==> config.mk <==
export PLATFORM = sky130hd
export DESIGN_NAME = mem_stage_top
export DESIGN_NICKNAME = d
export VERILOG_FILES = /design/src/hdl/mem_stage_pkg.sv /design/src/hdl/mem_bus_if.sv /design/src/hdl/mem_access_ctrl.sv /design/src/hdl/wb_data_select.sv /design/src/hdl/mem_wb_reg.sv /design/src/hdl/mem_stage_top.sv
export SDC_FILE = /design/constraint.sdc
export NUM_CORES = 1
export LEC_CHECK = 0
export ABC_AREA = 1
export BUFFER_PORTS_ARGS = -buffer_cell sky130_fd_sc_hd__buf_2
export CORE_AREA = 2 2 99 101
export CTS_CLUSTER_DIAMETER = 40
export DETAILED_ROUTE_END_ITERATION = 7
export DIE_AREA = 0 0 101 103
export PLACE_DENSITY = 0.77
export SLEW_MARGIN = 20
export SYNTH_ARGS = -nofsm -noshare
export SYNTH_HDL_FRONTEND = slang
export SYNTH_HIERARCHICAL = 1
export SYNTH_SLANG_ARGS = --single-unit
==> constraint.sdc <==
create_clock -name clk_i -period 4.65 [get_ports clk_i]
set_clock_uncertainty 0.1 [all_clocks]
set_input_delay 0.2325 -clock clk_i [delete_from_list [all_inputs] [get_ports clk_i]]
set_output_delay 0.2325 -clock clk_i [all_outputs]
set_load 0.02 [all_outputs]
==> src/hdl/mem_stage_pkg.sv <==
// memory-access stage types: word, register address, byte select, op code
// kept operation codes, lane masks and the writeback source enum
`default_nettype none

package mem_stage_pkg;

    typedef logic [31:0] word_t;      // data, address, register value
    typedef logic [4:0]  reg_addr_t;  // destination register number
    typedef logic [3:0]  byte_sel_t;  // bit 3 = msb lane
    typedef logic [7:0]  mem_op_t;    // aluop from execute

    // operation codes as the execute stage issues them
    localparam mem_op_t MEM_OP_NOP = 8'b0000_0000;
    localparam mem_op_t MEM_OP_LB  = 8'b1110_0000;
    localparam mem_op_t MEM_OP_LBU = 8'b1110_0100;
    localparam mem_op_t MEM_OP_LH  = 8'b1110_0001;
    localparam mem_op_t MEM_OP_LHU = 8'b1110_0101;
    localparam mem_op_t MEM_OP_LW  = 8'b1110_0011;
    localparam mem_op_t MEM_OP_SB  = 8'b1110_1000;
    localparam mem_op_t MEM_OP_SH  = 8'b1110_1001;
    localparam mem_op_t MEM_OP_SW  = 8'b1110_1011;
    localparam mem_op_t MEM_OP_LL  = 8'b1111_0000;
    localparam mem_op_t MEM_OP_SC  = 8'b1111_1000;

    // lane masks, big-endian lane order
    localparam byte_sel_t SEL_NONE    = 4'b0000;
    localparam byte_sel_t SEL_BYTE0   = 4'b1000; // offset 0, shifted right per offset
    localparam byte_sel_t SEL_HI_HALF = 4'b1100;
    localparam byte_sel_t SEL_LO_HALF = 4'b0011;
    localparam byte_sel_t SEL_WORD    = 4'b1111;

    localparam word_t SC_OK_WORD   = 32'd1;
    localparam word_t SC_FAIL_WORD = 32'd0;

    // where the register-file write data comes from
    typedef enum logic [2:0] {
        WB_ALU,     // wdata_i as is
        WB_LB,
        WB_LBU,
        WB_LH,
        WB_LHU,
        WB_LW,      // also LL
        WB_SC_OK,
        WB_SC_FAIL
    } wb_src_t;

endpackage

`default_nettype wire

==> src/hdl/mem_bus_if.sv <==
// data-RAM request bundle with driver and observer modports
`default_nettype none
`timescale 1ns/1ps

interface mem_bus_if;
    import mem_stage_pkg::*;

    word_t     addr;
    logic      ce;     // access this cycle
    logic      we;     // write, only lanes in sel
    byte_sel_t sel;
    word_t     wdata;

    modport master (
        output addr, ce, we, sel, wdata
    );

    modport monitor (
        input addr, ce, we, sel, wdata
    );

endinterface

`default_nettype wire

==> src/hdl/mem_access_ctrl.sv <==
// memory operation decode: RAM strobes, byte lanes, store data,
// SC gating against the LLbit and the writeback source
`default_nettype none
`timescale 1ns/1ps

module mem_access_ctrl (
    input  mem_stage_pkg::mem_op_t aluop_i,
    input  mem_stage_pkg::word_t   mem_addr_i,
    input  mem_stage_pkg::word_t   reg2_i,
    input  logic                   llbit_i,
    mem_bus_if.master              bus_o,
    output mem_stage_pkg::wb_src_t wb_src_o,
    output logic                   llbit_we_o,
    output logic                   llbit_value_o
);
    import mem_stage_pkg::*;

    byte_sel_t byte_lane;
    byte_sel_t half_lane;

    assign byte_lane = SEL_BYTE0 >> mem_addr_i[1:0]; // offset n -> lane 3-n

    always_comb begin
        case (mem_addr_i[1:0])
            2'b00:   half_lane = SEL_HI_HALF;
            2'b10:   half_lane = SEL_LO_HALF;
            default: half_lane = SEL_NONE;    // misaligned, no lanes
        endcase
    end

    always_comb begin
        bus_o.addr    = '0;
        bus_o.ce      = 1'b0;
        bus_o.we      = 1'b0;
        bus_o.sel     = SEL_NONE;
        bus_o.wdata   = '0;
        wb_src_o      = WB_ALU;
        llbit_we_o    = 1'b0;
        llbit_value_o = 1'b0;
        case (aluop_i)
            MEM_OP_LB, MEM_OP_LBU: begin
                bus_o.addr = mem_addr_i;
                bus_o.ce   = 1'b1;
                bus_o.sel  = byte_lane;
                wb_src_o   = (aluop_i == MEM_OP_LB) ? WB_LB : WB_LBU;
            end
            MEM_OP_LH, MEM_OP_LHU: begin
                bus_o.addr = mem_addr_i;
                bus_o.ce   = 1'b1;               // still strobed when misaligned
                bus_o.sel  = half_lane;
                wb_src_o   = (aluop_i == MEM_OP_LH) ? WB_LH : WB_LHU;
            end
            MEM_OP_LW: begin
                bus_o.addr = mem_addr_i;
                bus_o.ce   = 1'b1;
                bus_o.sel  = SEL_WORD;
                wb_src_o   = WB_LW;
            end
            MEM_OP_LL: begin
                bus_o.addr    = mem_addr_i;
                bus_o.ce      = 1'b1;
                bus_o.sel     = SEL_WORD;
                wb_src_o      = WB_LW;
                llbit_we_o    = 1'b1;            // open the reservation
                llbit_value_o = 1'b1;
            end
            MEM_OP_SB: begin
                bus_o.addr  = mem_addr_i;
                bus_o.ce    = 1'b1;
                bus_o.we    = 1'b1;
                bus_o.sel   = byte_lane;
                bus_o.wdata = {4{reg2_i[7:0]}};
            end
            MEM_OP_SH: begin
                bus_o.addr  = mem_addr_i;
                bus_o.ce    = 1'b1;
                bus_o.we    = 1'b1;
                bus_o.sel   = half_lane;
                bus_o.wdata = {2{reg2_i[15:0]}};
            end
            MEM_OP_SW: begin
                bus_o.addr  = mem_addr_i;
                bus_o.ce    = 1'b1;
                bus_o.we    = 1'b1;
                bus_o.sel   = SEL_WORD;
                bus_o.wdata = reg2_i;
            end
            MEM_OP_SC: begin
                if (llbit_i) begin
                    bus_o.addr    = mem_addr_i;
                    bus_o.ce      = 1'b1;
                    bus_o.we      = 1'b1;
                    bus_o.sel     = SEL_WORD;
                    bus_o.wdata   = reg2_i;
                    wb_src_o      = WB_SC_OK;
                    llbit_we_o    = 1'b1;        // reservation consumed
                    llbit_value_o = 1'b0;
                end else begin
                    wb_src_o = WB_SC_FAIL;       // no access at all
                end
            end
            default: begin
                wb_src_o = WB_ALU;               // NOP or non-memory op, pass through
            end
        endcase
    end

endmodule

`default_nettype wire

==> src/hdl/wb_data_select.sv <==
// writeback data select: loaded lane with sign or zero extension,
// ALU result, or SC status word
`default_nettype none
`timescale 1ns/1ps

module wb_data_select (
    input  mem_stage_pkg::wb_src_t wb_src_i,
    mem_bus_if.monitor             bus_i,
    input  mem_stage_pkg::word_t   mem_data_i,
    input  mem_stage_pkg::word_t   wdata_i,
    output mem_stage_pkg::word_t   wb_data_o
);
    import mem_stage_pkg::*;

    logic [7:0]  lane_byte;
    logic [15:0] lane_half;

    // lanes follow the selects already driven to the RAM
    always_comb begin
        case (bus_i.sel)
            4'b1000: lane_byte = mem_data_i[31:24];
            4'b0100: lane_byte = mem_data_i[23:16];
            4'b0010: lane_byte = mem_data_i[15:8];
            4'b0001: lane_byte = mem_data_i[7:0];
            default: lane_byte = 8'h00;
        endcase
    end

    always_comb begin
        case (bus_i.sel)
            SEL_HI_HALF: lane_half = mem_data_i[31:16];
            SEL_LO_HALF: lane_half = mem_data_i[15:0];
            default:     lane_half = 16'h0000; // misaligned halfword reads 0
        endcase
    end

    always_comb begin
        case (wb_src_i)
            WB_LB:      wb_data_o = {{24{lane_byte[7]}}, lane_byte};
            WB_LBU:     wb_data_o = {24'h000000, lane_byte};
            WB_LH:      wb_data_o = {{16{lane_half[15]}}, lane_half};
            WB_LHU:     wb_data_o = {16'h0000, lane_half};
            WB_LW:      wb_data_o = mem_data_i;
            WB_SC_OK:   wb_data_o = SC_OK_WORD;
            WB_SC_FAIL: wb_data_o = SC_FAIL_WORD;
            default:    wb_data_o = wdata_i;   // WB_ALU
        endcase
    end

endmodule

`default_nettype wire

==> src/hdl/mem_wb_reg.sv <==
// MEM/WB pipeline register and the LLbit flip-flop
`default_nettype none
`timescale 1ns/1ps

module mem_wb_reg (
    input  logic                     clk_i,
    input  logic                     rst_n_i,
    input  mem_stage_pkg::reg_addr_t wd_i,
    input  logic                     wreg_i,
    input  mem_stage_pkg::word_t     wb_data_i,
    input  logic                     llbit_we_i,
    input  logic                     llbit_value_i,
    output mem_stage_pkg::reg_addr_t wb_wd_o,
    output logic                     wb_wreg_o,
    output mem_stage_pkg::word_t     wb_wdata_o,
    output logic                     llbit_o
);

    always_ff @(posedge clk_i or negedge rst_n_i) begin
        if (!rst_n_i) begin
            wb_wd_o    <= '0;
            wb_wreg_o  <= 1'b0;
            wb_wdata_o <= '0;
        end else begin
            wb_wd_o    <= wd_i;
            wb_wreg_o  <= wreg_i;
            wb_wdata_o <= wb_data_i;
        end
    end

    // updated on the same edge as the MEM/WB register,
    // so the next op in MEM already sees the new value
    always_ff @(posedge clk_i or negedge rst_n_i) begin
        if (!rst_n_i) begin
            llbit_o <= 1'b0;
        end else if (llbit_we_i) begin
            llbit_o <= llbit_value_i;
        end
    end

endmodule

`default_nettype wire

==> src/hdl/mem_stage_top.sv <==
// memory-access stage top: RAM strobes out, MEM/WB register and LLbit
`default_nettype none
`timescale 1ns/1ps

module mem_stage_top (
    input  logic                     clk_i,
    input  logic                     rst_n_i,
    input  mem_stage_pkg::reg_addr_t wd_i,
    input  logic                     wreg_i,
    input  mem_stage_pkg::word_t     wdata_i,
    input  mem_stage_pkg::mem_op_t   aluop_i,
    input  mem_stage_pkg::word_t     mem_addr_i,
    input  mem_stage_pkg::word_t     reg2_i,
    input  mem_stage_pkg::word_t     mem_data_i,   // same-cycle RAM read data
    output mem_stage_pkg::word_t     mem_addr_o,
    output logic                     mem_ce_o,
    output logic                     mem_we_o,
    output mem_stage_pkg::byte_sel_t mem_sel_o,
    output mem_stage_pkg::word_t     mem_data_o,
    output mem_stage_pkg::reg_addr_t wb_wd_o,
    output logic                     wb_wreg_o,
    output mem_stage_pkg::word_t     wb_wdata_o,
    output logic                     llbit_o
);
    import mem_stage_pkg::*;

    wb_src_t wb_src;
    word_t   wb_data;
    logic    llbit_we;
    logic    llbit_value;

    mem_bus_if u_bus ();

    mem_access_ctrl u_ctrl (
        .aluop_i       (aluop_i),
        .mem_addr_i    (mem_addr_i),
        .reg2_i        (reg2_i),
        .llbit_i       (llbit_o),
        .bus_o         (u_bus.master),
        .wb_src_o      (wb_src),
        .llbit_we_o    (llbit_we),
        .llbit_value_o (llbit_value)
    );

    wb_data_select u_wb_sel (
        .wb_src_i   (wb_src),
        .bus_i      (u_bus.monitor),
        .mem_data_i (mem_data_i),
        .wdata_i    (wdata_i),
        .wb_data_o  (wb_data)
    );

    mem_wb_reg u_mem_wb (
        .clk_i         (clk_i),
        .rst_n_i       (rst_n_i),
        .wd_i          (wd_i),
        .wreg_i        (wreg_i),
        .wb_data_i     (wb_data),
        .llbit_we_i    (llbit_we),
        .llbit_value_i (llbit_value),
        .wb_wd_o       (wb_wd_o),
        .wb_wreg_o     (wb_wreg_o),
        .wb_wdata_o    (wb_wdata_o),
        .llbit_o       (llbit_o)
    );

    assign mem_addr_o = u_bus.addr;
    assign mem_ce_o   = u_bus.ce;
    assign mem_we_o   = u_bus.we;
    assign mem_sel_o  = u_bus.sel;
    assign mem_data_o = u_bus.wdata;

endmodule

`default_nettype wire

==> results of run 1 <==
-- area by class of cell --
cell class | count | area, um2 | share of cell area
Sequential cell | 39 | 976 | 0.199
Multi-Input combinational cell | 399 | 1970 | 0.402
Timing Repair Buffer | 262 | 1350 | 0.277
Tap cell | 114 | 143 | 0.0291
Clock inverter | 3 | 46.3 | 0.00946
Inverter | 91 | 342 | 0.0698
Clock buffer | 5 | 68.8 | 0.0141
-- worst paths after layout --
path                                  startpoint                 endpoint  cells after the start
min in group asynchronous                rst_n_i   u_mem_wb/wb_wdata_o[6]                      2
max in group asynchronous                rst_n_i       u_mem_wb/wb_wreg_o                      2
worst min-delay path                 wdata_i[15]  u_mem_wb/wb_wdata_o[15]                      3
worst max-delay path                  aluop_i[4]  u_mem_wb/wb_wdata_o[16]                     14
worst max register to register  u_mem_wb/llbit_o  u_mem_wb/wb_wdata_o[16]                     10
worst min register to register  u_mem_wb/llbit_o         u_mem_wb/llbit_o                      2
-- sequential cells by signal, indices dropped and copies added, names as in the netlist --
register             cells
u_mem_wb/wb_wd_o         5
u_mem_wb/wb_wdata_o     32
u_mem_wb/wb_wreg_o       1
u_mem_wb/llbit_o         1
-- power breakdown --
group          total [mW]  internal [mW]  switching (mW)
Clock               0.285          0.161           0.123
Sequential          0.366          0.361         0.00511
Combinational       0.226         0.0910           0.135
-- cell families (layout without fill, tap and decap cells) --
family	count (synthesis)	in the layout	share of synthesized area
buffers and inverters	112	361	0.139
flip-flops	39	39	0.286
AO/OA/AOI/OAI	70	70	0.125
AND/OR/NAND/NOR	329	329	0.450
-- routing by layer --
layer / vias to the layer above / part of all wire / GRT usage
li1: 2245 / - / -
met1: 1933 / 0.39 / 0.249
met2: 220 / 0.50 / 0.436
met3: 27 / 0.088 / 0.0475
met4: 2 / 0.021 / 0.0738
met5: - / 0.00082 / 0
-- tightest hold or removal path: stages --
cell and delay [ns]:
buf_2 0.07, nand2_1 0.04, nand3_1 0.07
-- Yosys cell counts --
cell type	count	share of area
nand2_2	3	0.0055
o211ai_1	4	0.0088
buf_2	4	0.0059
o21bai_4	1	0.0055
o21bai_1	1	0.0022
nor2_8	1	0.0059
nand2_1	163	0.18
dfrtp_1	39	0.29
inv_2	8	0.0088
nor3_2	1	0.0029
a21oi_2	4	0.010
nand2_4	3	0.0099
clkinv_1	1	0.0011
nor2_4	2	0.0066
clkbuf_1	9	0.0099
nand3_1	82	0.12
buf_4	3	0.0066
inv_1	82	0.090
or2_2	2	0.0037
o2bb2ai_1	1	0.0026
nand4_1	10	0.018
a21oi_1	34	0.050
o21ai_0	12	0.018
a22oi_1	9	0.020
nor2_1	40	0.044
nand3_2	12	0.035
o221ai_2	1	0.0044
nor2_2	9	0.016
and2_1	1	0.0018
o21ai_1	3	0.0044
buf_6	5	0.016
-- through the flow --
stage | utilization | hold WS, ns | setup WS (ns) | power, mW
2_1_floorplan | - | -0.163 | 1.93 | 0.475
3_3_place_gp | 0.498 | 0.242 | 0.964 | 0.592
3_5_place_dp | 0.498 | 0.244 | 0.848 | 0.594
4_1_cts | 0.517 | 0.0530 | 1.13 | 0.882
5_1_grt | 0.517 | 0.0565 | 0.775 | 0.923
6_report | 0.517 | 0.0546 | 1.15 | 0.877
==> flow_metrics.tcl, run 1 <==
set metrics [dict create \
    status "finished clean" \
    avgSynthCellArea_um2 6.21 \
    crit_buf_inv 2 \
    ant_nets 0 \
    ys_types 31 \
    critPathRequiredTime_ns 4.68 \
    max_freq_mhz 286 \
    gp_congestion 0.909 \
    p_leak_nw 3.01 \
    worst_skew_pair.late_latency_ns 0.29 \
    nFillCells 986 \
    cts.htree.levels 2 \
    cp-start-kind "primary input" \
    syn_nets 694 \
    portBuffers 252 \
    power_density_mw_per_mm2 179 \
    worstHoldPathType "in2reg" \
    num_vias 4427 \
    path_clk_slew_ns 0.08 \
    finalInstanceArea_mm2 0.00489 \
    worstPathMaxFanout 37 \
    grt_usage 0.227 \
    fp.dieW_um 101 \
    cts_tree "built" \
    finalSetupTns_ns 0 \
    overflow 0 \
    vdd_ir_drop_max_uv 96.7 \
    die_area_mm2 0.0104 \
    ys.warnings.count 6 \
    relSlewSlack 0.377 \
    grt_antenna_before_repair 1 \
    fin_cells 913 \
    syn_to_final_growth_pct 43.4 \
    cp_slowest_cell "and2_1" \
    synth-seq-area-share 0.286 \
    postCtsHoldBufs 7 \
    placedCellCount 898 \
    mostFrequentLayoutCells "252 x buf_2, 163 x nand2_1, 82 x inv_1, 82 x nand3_1" \
    die_h_um 103 \
    postPlaceCellArea_mm2 0.00471 \
    grt_pass1_wl_mm 18.9 \
    numCtsBuffers 5 \
    ys_seq_elements 39 \
    numClockSinks 39 \
    avgViaCountPerCell 4.85 \
    critPathCaptureType "register" \
    setup_violations 0 \
    worst_ep_arrival_time_ns 3.53 \
    n_antenna_cell 0 \
    core_area_mm2 0.00946 \
    critPathMaxStageDelay_ns 0.70 \
    min_period_ns 3.50 \
    io_pins 253 \
    path_cells "buf_2, inv_1, nand2_1, nor2_2, nand3_1, nand2_4, nor2_8, o21ai_1, nor2_2, nand3_1, nand2_1, o21bai_4, and2_1, nand3_2" \
    drv_cap 0 \
    route.detailed.drc 0 \
    syn-instance-count 550 \
    final_common_cell "buf_2" \
    fin_crit_sh 0.753 \
    placementRows 36 \
    cts_resized 0 \
    drv_slew 0 \
    crit_type "in2reg" \
    hold_viol 0 \
    dr.pass1.iters 5 \
    root_buffer "clkbuf_8" \
    synth_area_mm2 0.00341 \
    grt_pass1_vias 4144 \
    post_drt_wl_per_cell_um 13.3 \
    rsz0062_at_grt "no" \
    hpwl_mm 9.98 \
    totalWireLength_mm 12.2 \
    drive_above_1_share 0.389 \
    cts.path.max_buffers 2 \
    r2r_slack_ns 1.24 \
    drtIter0Drc 169 \
    cp_top_family "simple AND/OR/NAND/NOR gates" \
    initial_utilization 0.361 \
    cts_setup_buffers 0 \
    grt_max_degree 40 \
    tightest_slew_ns 0.934 \
    layout.nets 942 \
]
(Power assumes the default switching activity.)
==> inputs of run 2 (changes only) <==
--- a/config.mk
+++ b/config.mk
@@ -5,13 +5,13 @@
 export SDC_FILE = /design/constraint.sdc
 export NUM_CORES = 1
 export LEC_CHECK = 0
-export ABC_AREA = 1
+export ABC_AREA = 0
 export BUFFER_PORTS_ARGS = -buffer_cell sky130_fd_sc_hd__buf_2
-export CORE_AREA = 2 2 99 101
+export CORE_MARGIN = 1
+export CORE_UTILIZATION = 40
 export CTS_CLUSTER_DIAMETER = 40
 export DETAILED_ROUTE_END_ITERATION = 7
-export DIE_AREA = 0 0 101 103
-export PLACE_DENSITY = 0.77
+export PLACE_DENSITY = 0.82
 export SLEW_MARGIN = 20
 export SYNTH_ARGS = -nofsm -noshare
 export SYNTH_HDL_FRONTEND = slang
==> constraint.sdc (replaced) <==
create_clock -name clk_i -period 3.1 [get_ports clk_i]
set_clock_uncertainty 0.1 [all_clocks]
set_input_delay 0.155 -clock clk_i [delete_from_list [all_inputs] [get_ports clk_i]]
set_output_delay 0.155 -clock clk_i [all_outputs]
set_load 0.02 [all_outputs]
==> flow_metrics.tcl, run 2 <==
set metrics [dict create \
    status "finished clean" \
    layout.nets 837 \
    fp.dieW_um 102 \
    p_sw_frac 0.322 \
    ys.flop_type "dfrtp_1" \
    largest-register "u_mem_wb/wb_wdata_o" \
    cp-start-kind "register" \
    ys_types 70 \
    core_area_mm2 0.00973 \
    setup_violations 0 \
    cts_setup_buffers 0 \
    avgSynthCellArea_um2 8.71 \
    hpwl_mm 11.5 \
    cts.path.max_buffers 2 \
    cp_slowest_cell "a21o_1" \
    grt_usage 0.281 \
    cellInternalPower_uw 965 \
    totalWireLength_mm 15.6 \
    yosysTopAreaCell "dfrtp_1" \
    worstHoldPathType "in2reg" \
    initial_utilization 0.410 \
    synth-seq-area-share 0.245 \
    worst_ep_arrival_time_ns 2.94 \
    route.detailed.drc 0 \
    reg_top3 "u_mem_wb/wb_wdata_o x32, u_mem_wb/wb_wd_o x5" \
    final_common_cell "buf_2" \
    relSlewSlack 0.354 \
    syn-instance-count 458 \
    numCtsBuffers 5 \
    nFillCells 904 \
    placementRows 36 \
    grt_pass1_vias 4580 \
    min_period_ns 2.84 \
    grt_pass1_wl_mm 22.9 \
    io_pins 253 \
    critPathRequiredTime_ns 3.20 \
    worst_skew_pair.late_latency_ns 0.29 \
    n_antenna_cell 0 \
    seq_power_share 0.390 \
    multiInputGateArea_mm2 0.00274 \
    final_core_util 0.573 \
    yosys-top-cells-count "63 x nand2_1, 39 x dfrtp_1, 38 x a31oi_1, 32 x o2bb2ai_1, 29 x clkbuf_1" \
    ys_seq_elements 39 \
    post_drt_wl_per_cell_um 18.8 \
    die_h_um 102 \
    tightest_slew_ns 0.967 \
    vdd_ir_drop_max_uv 183 \
    max_freq_mhz 352 \
    mostFrequentLayoutCells "252 x buf_2, 62 x nand2_1, 39 x dfrtp_1" \
    fin_crit_sh 0.917 \
    grt_max_degree 45 \
    ant_nets 0 \
    drv_slew 0 \
    path_cells "nand2b_1, a21boi_2, o32ai_1, buf_4, nand3b_1, a211o_1, a21o_1, a41oi_1" \
    yosys.cell_count.top_type "nand2_1" \
    die_area_mm2 0.0104 \
    seq_area_um2 976 \
    synth_area_mm2 0.00399 \
    portBuffers 252 \
    worst_slack_ns 0.257 \
    gp_congestion 0.973 \
    cts.htree.levels 2 \
    numClockSinks 39 \
    clockPowerShare 0.303 \
    postPlaceCellArea_mm2 0.00532 \
    finalInstanceArea_mm2 0.00557 \
    hold_viol 0 \
    path_clk_slew_ns 0.09 \
    critPathCaptureType "register" \
    syn_nets 602 \
    p_leak_nw 2.47 \
    drtIter0Drc 362 \
    synth.area.top_cells "dfrtp_1 24%, o2bb2ai_1 7.0%, a31oi_1 6.0%" \
    critPathMaxStageDelay_ns 0.46 \
    power_density_mw_per_mm2 255 \
    cp_top_family "compound AO/OA/AOI/OAI gates" \
    dr.pass1.iters 5 \
    worstPathMaxFanout 16 \
    p_total_mw 1.42 \
    rsz0062_at_grt "no" \
    post-place-ws_ns -0.0484 \
    syn_to_final_growth_pct 39.8 \
    largest_reg_flops 32 \
    p_switching_uw 458 \
    overflow 0 \
    crit_buf_inv 1 \
    power_frac_comb 0.306 \
    ys.warnings.count 6 \
    root_buffer "clkbuf_8" \
    cts_tree "built" \
    async_flop_share 1.00 \
    avgViaCountPerCell 6.11 \
    num_vias 5050 \
    synth_top_area_frac 0.245 \
    crit_type "reg2reg" \
    synth_edf_count 0 \
    drive_above_1_share 0.468 \
    drv_cap 0 \
    grt_antenna_before_repair 0 \
]
## run 2: worst reg2reg max path, stage by stage, from the launching register on
cell and delay [ns]:
dfrtp_1 0.39, nand2b_1 0.18, a21boi_2 0.31, o32ai_1 0.20, buf_4 0.22, nand3b_1 0.19
a211o_1 0.32, a21o_1 0.46, a41oi_1 0.39
## run 2: final timing paths
check,from,to,slack (ns),cells past startpoint
setup / recovery,u_mem_wb/llbit_o,u_mem_wb/wb_wdata_o[31],0.26,8
hold / removal,wdata_i[9],u_mem_wb/wb_wdata_o[9],0.008,2
setup reg to reg,u_mem_wb/llbit_o,u_mem_wb/wb_wdata_o[31],0.26,8
hold reg to reg,u_mem_wb/llbit_o,u_mem_wb/llbit_o,0.58,2
max in group asynchronous,rst_n_i,u_mem_wb/wb_wdata_o[12],1.90,2
min in group asynchronous,rst_n_i,u_mem_wb/wb_wd_o[2],0.45,2
## run 2: cells by family (layout without fill, tap and decap cells)
group | Yosys count | count (layout) | synth area share
AOI/OAI and AO/OA | 182 | 182 | 0.392
and+or+nand+nor | 163 | 163 | 0.253
buffers and inverters | 62 | 298 | 0.0800
DFF | 39 | 39 | 0.245
muxes | 9 | 9 | 0.0245
xor gates and xnor gates | 3 | 3 | 0.00659
## run 2: timing repair
action	4_1_cts	5_1_grt
endpoints found under the hold margin	50	1
gates resized for setup	0	2
hold buffers	12	1
endpoints found under the setup margin	0	19
## run 2: power by group through the flow
stage | clock, mW | sequential [mW] | combinational, mW
after floorplan | 0 | 0.616 | 0.164
after global placement | 0 | 0.565 | 0.405
after detailed placement | 0 | 0.566 | 0.416
after CTS | 0.434 | 0.556 | 0.429
after global routing | 0.461 | 0.559 | 0.469
final | 0.432 | 0.556 | 0.436
## run 2: through the flow
| stage | instances | hold slack, ns | TNS [ns] |
|---|---|---|---|
| after floorplan | 458 | -0.241 | 0 |
| after global placement | 806 | 0.162 | 0 |
| after detailed placement | 806 | 0.165 | -0.160 |
| after CTS | 826 | 0.00140 | 0 |
| after global routing | 827 | 0.00103 | 0 |
| final | 827 | 0.00750 | 0 |
## run 2: metal layers
| metal | vias up | share of wire | GRT usage |
|---|---|---|---|
| li1 | 2298 | - | - |
| met1 | 2392 | 0.39 | 0.339 |
| met2 | 318 | 0.50 | 0.501 |
| met3 | 42 | 0.078 | 0.0513 |
| met4 | 0 | 0.030 | 0.0978 |
| met5 | - | 0 | 0 |
## run 2: layout make-up
type / count / share of cell area
Multi-Input combinational cell: 357 / 0.491
Timing Repair Buffer: 287 / 0.281
Sequential cell: 39 / 0.175
Tap cell: 133 / 0.0299
Clock buffer: 5 / 0.0123
Clock inverter: 3 / 0.00786
Inverter: 3 / 0.00202
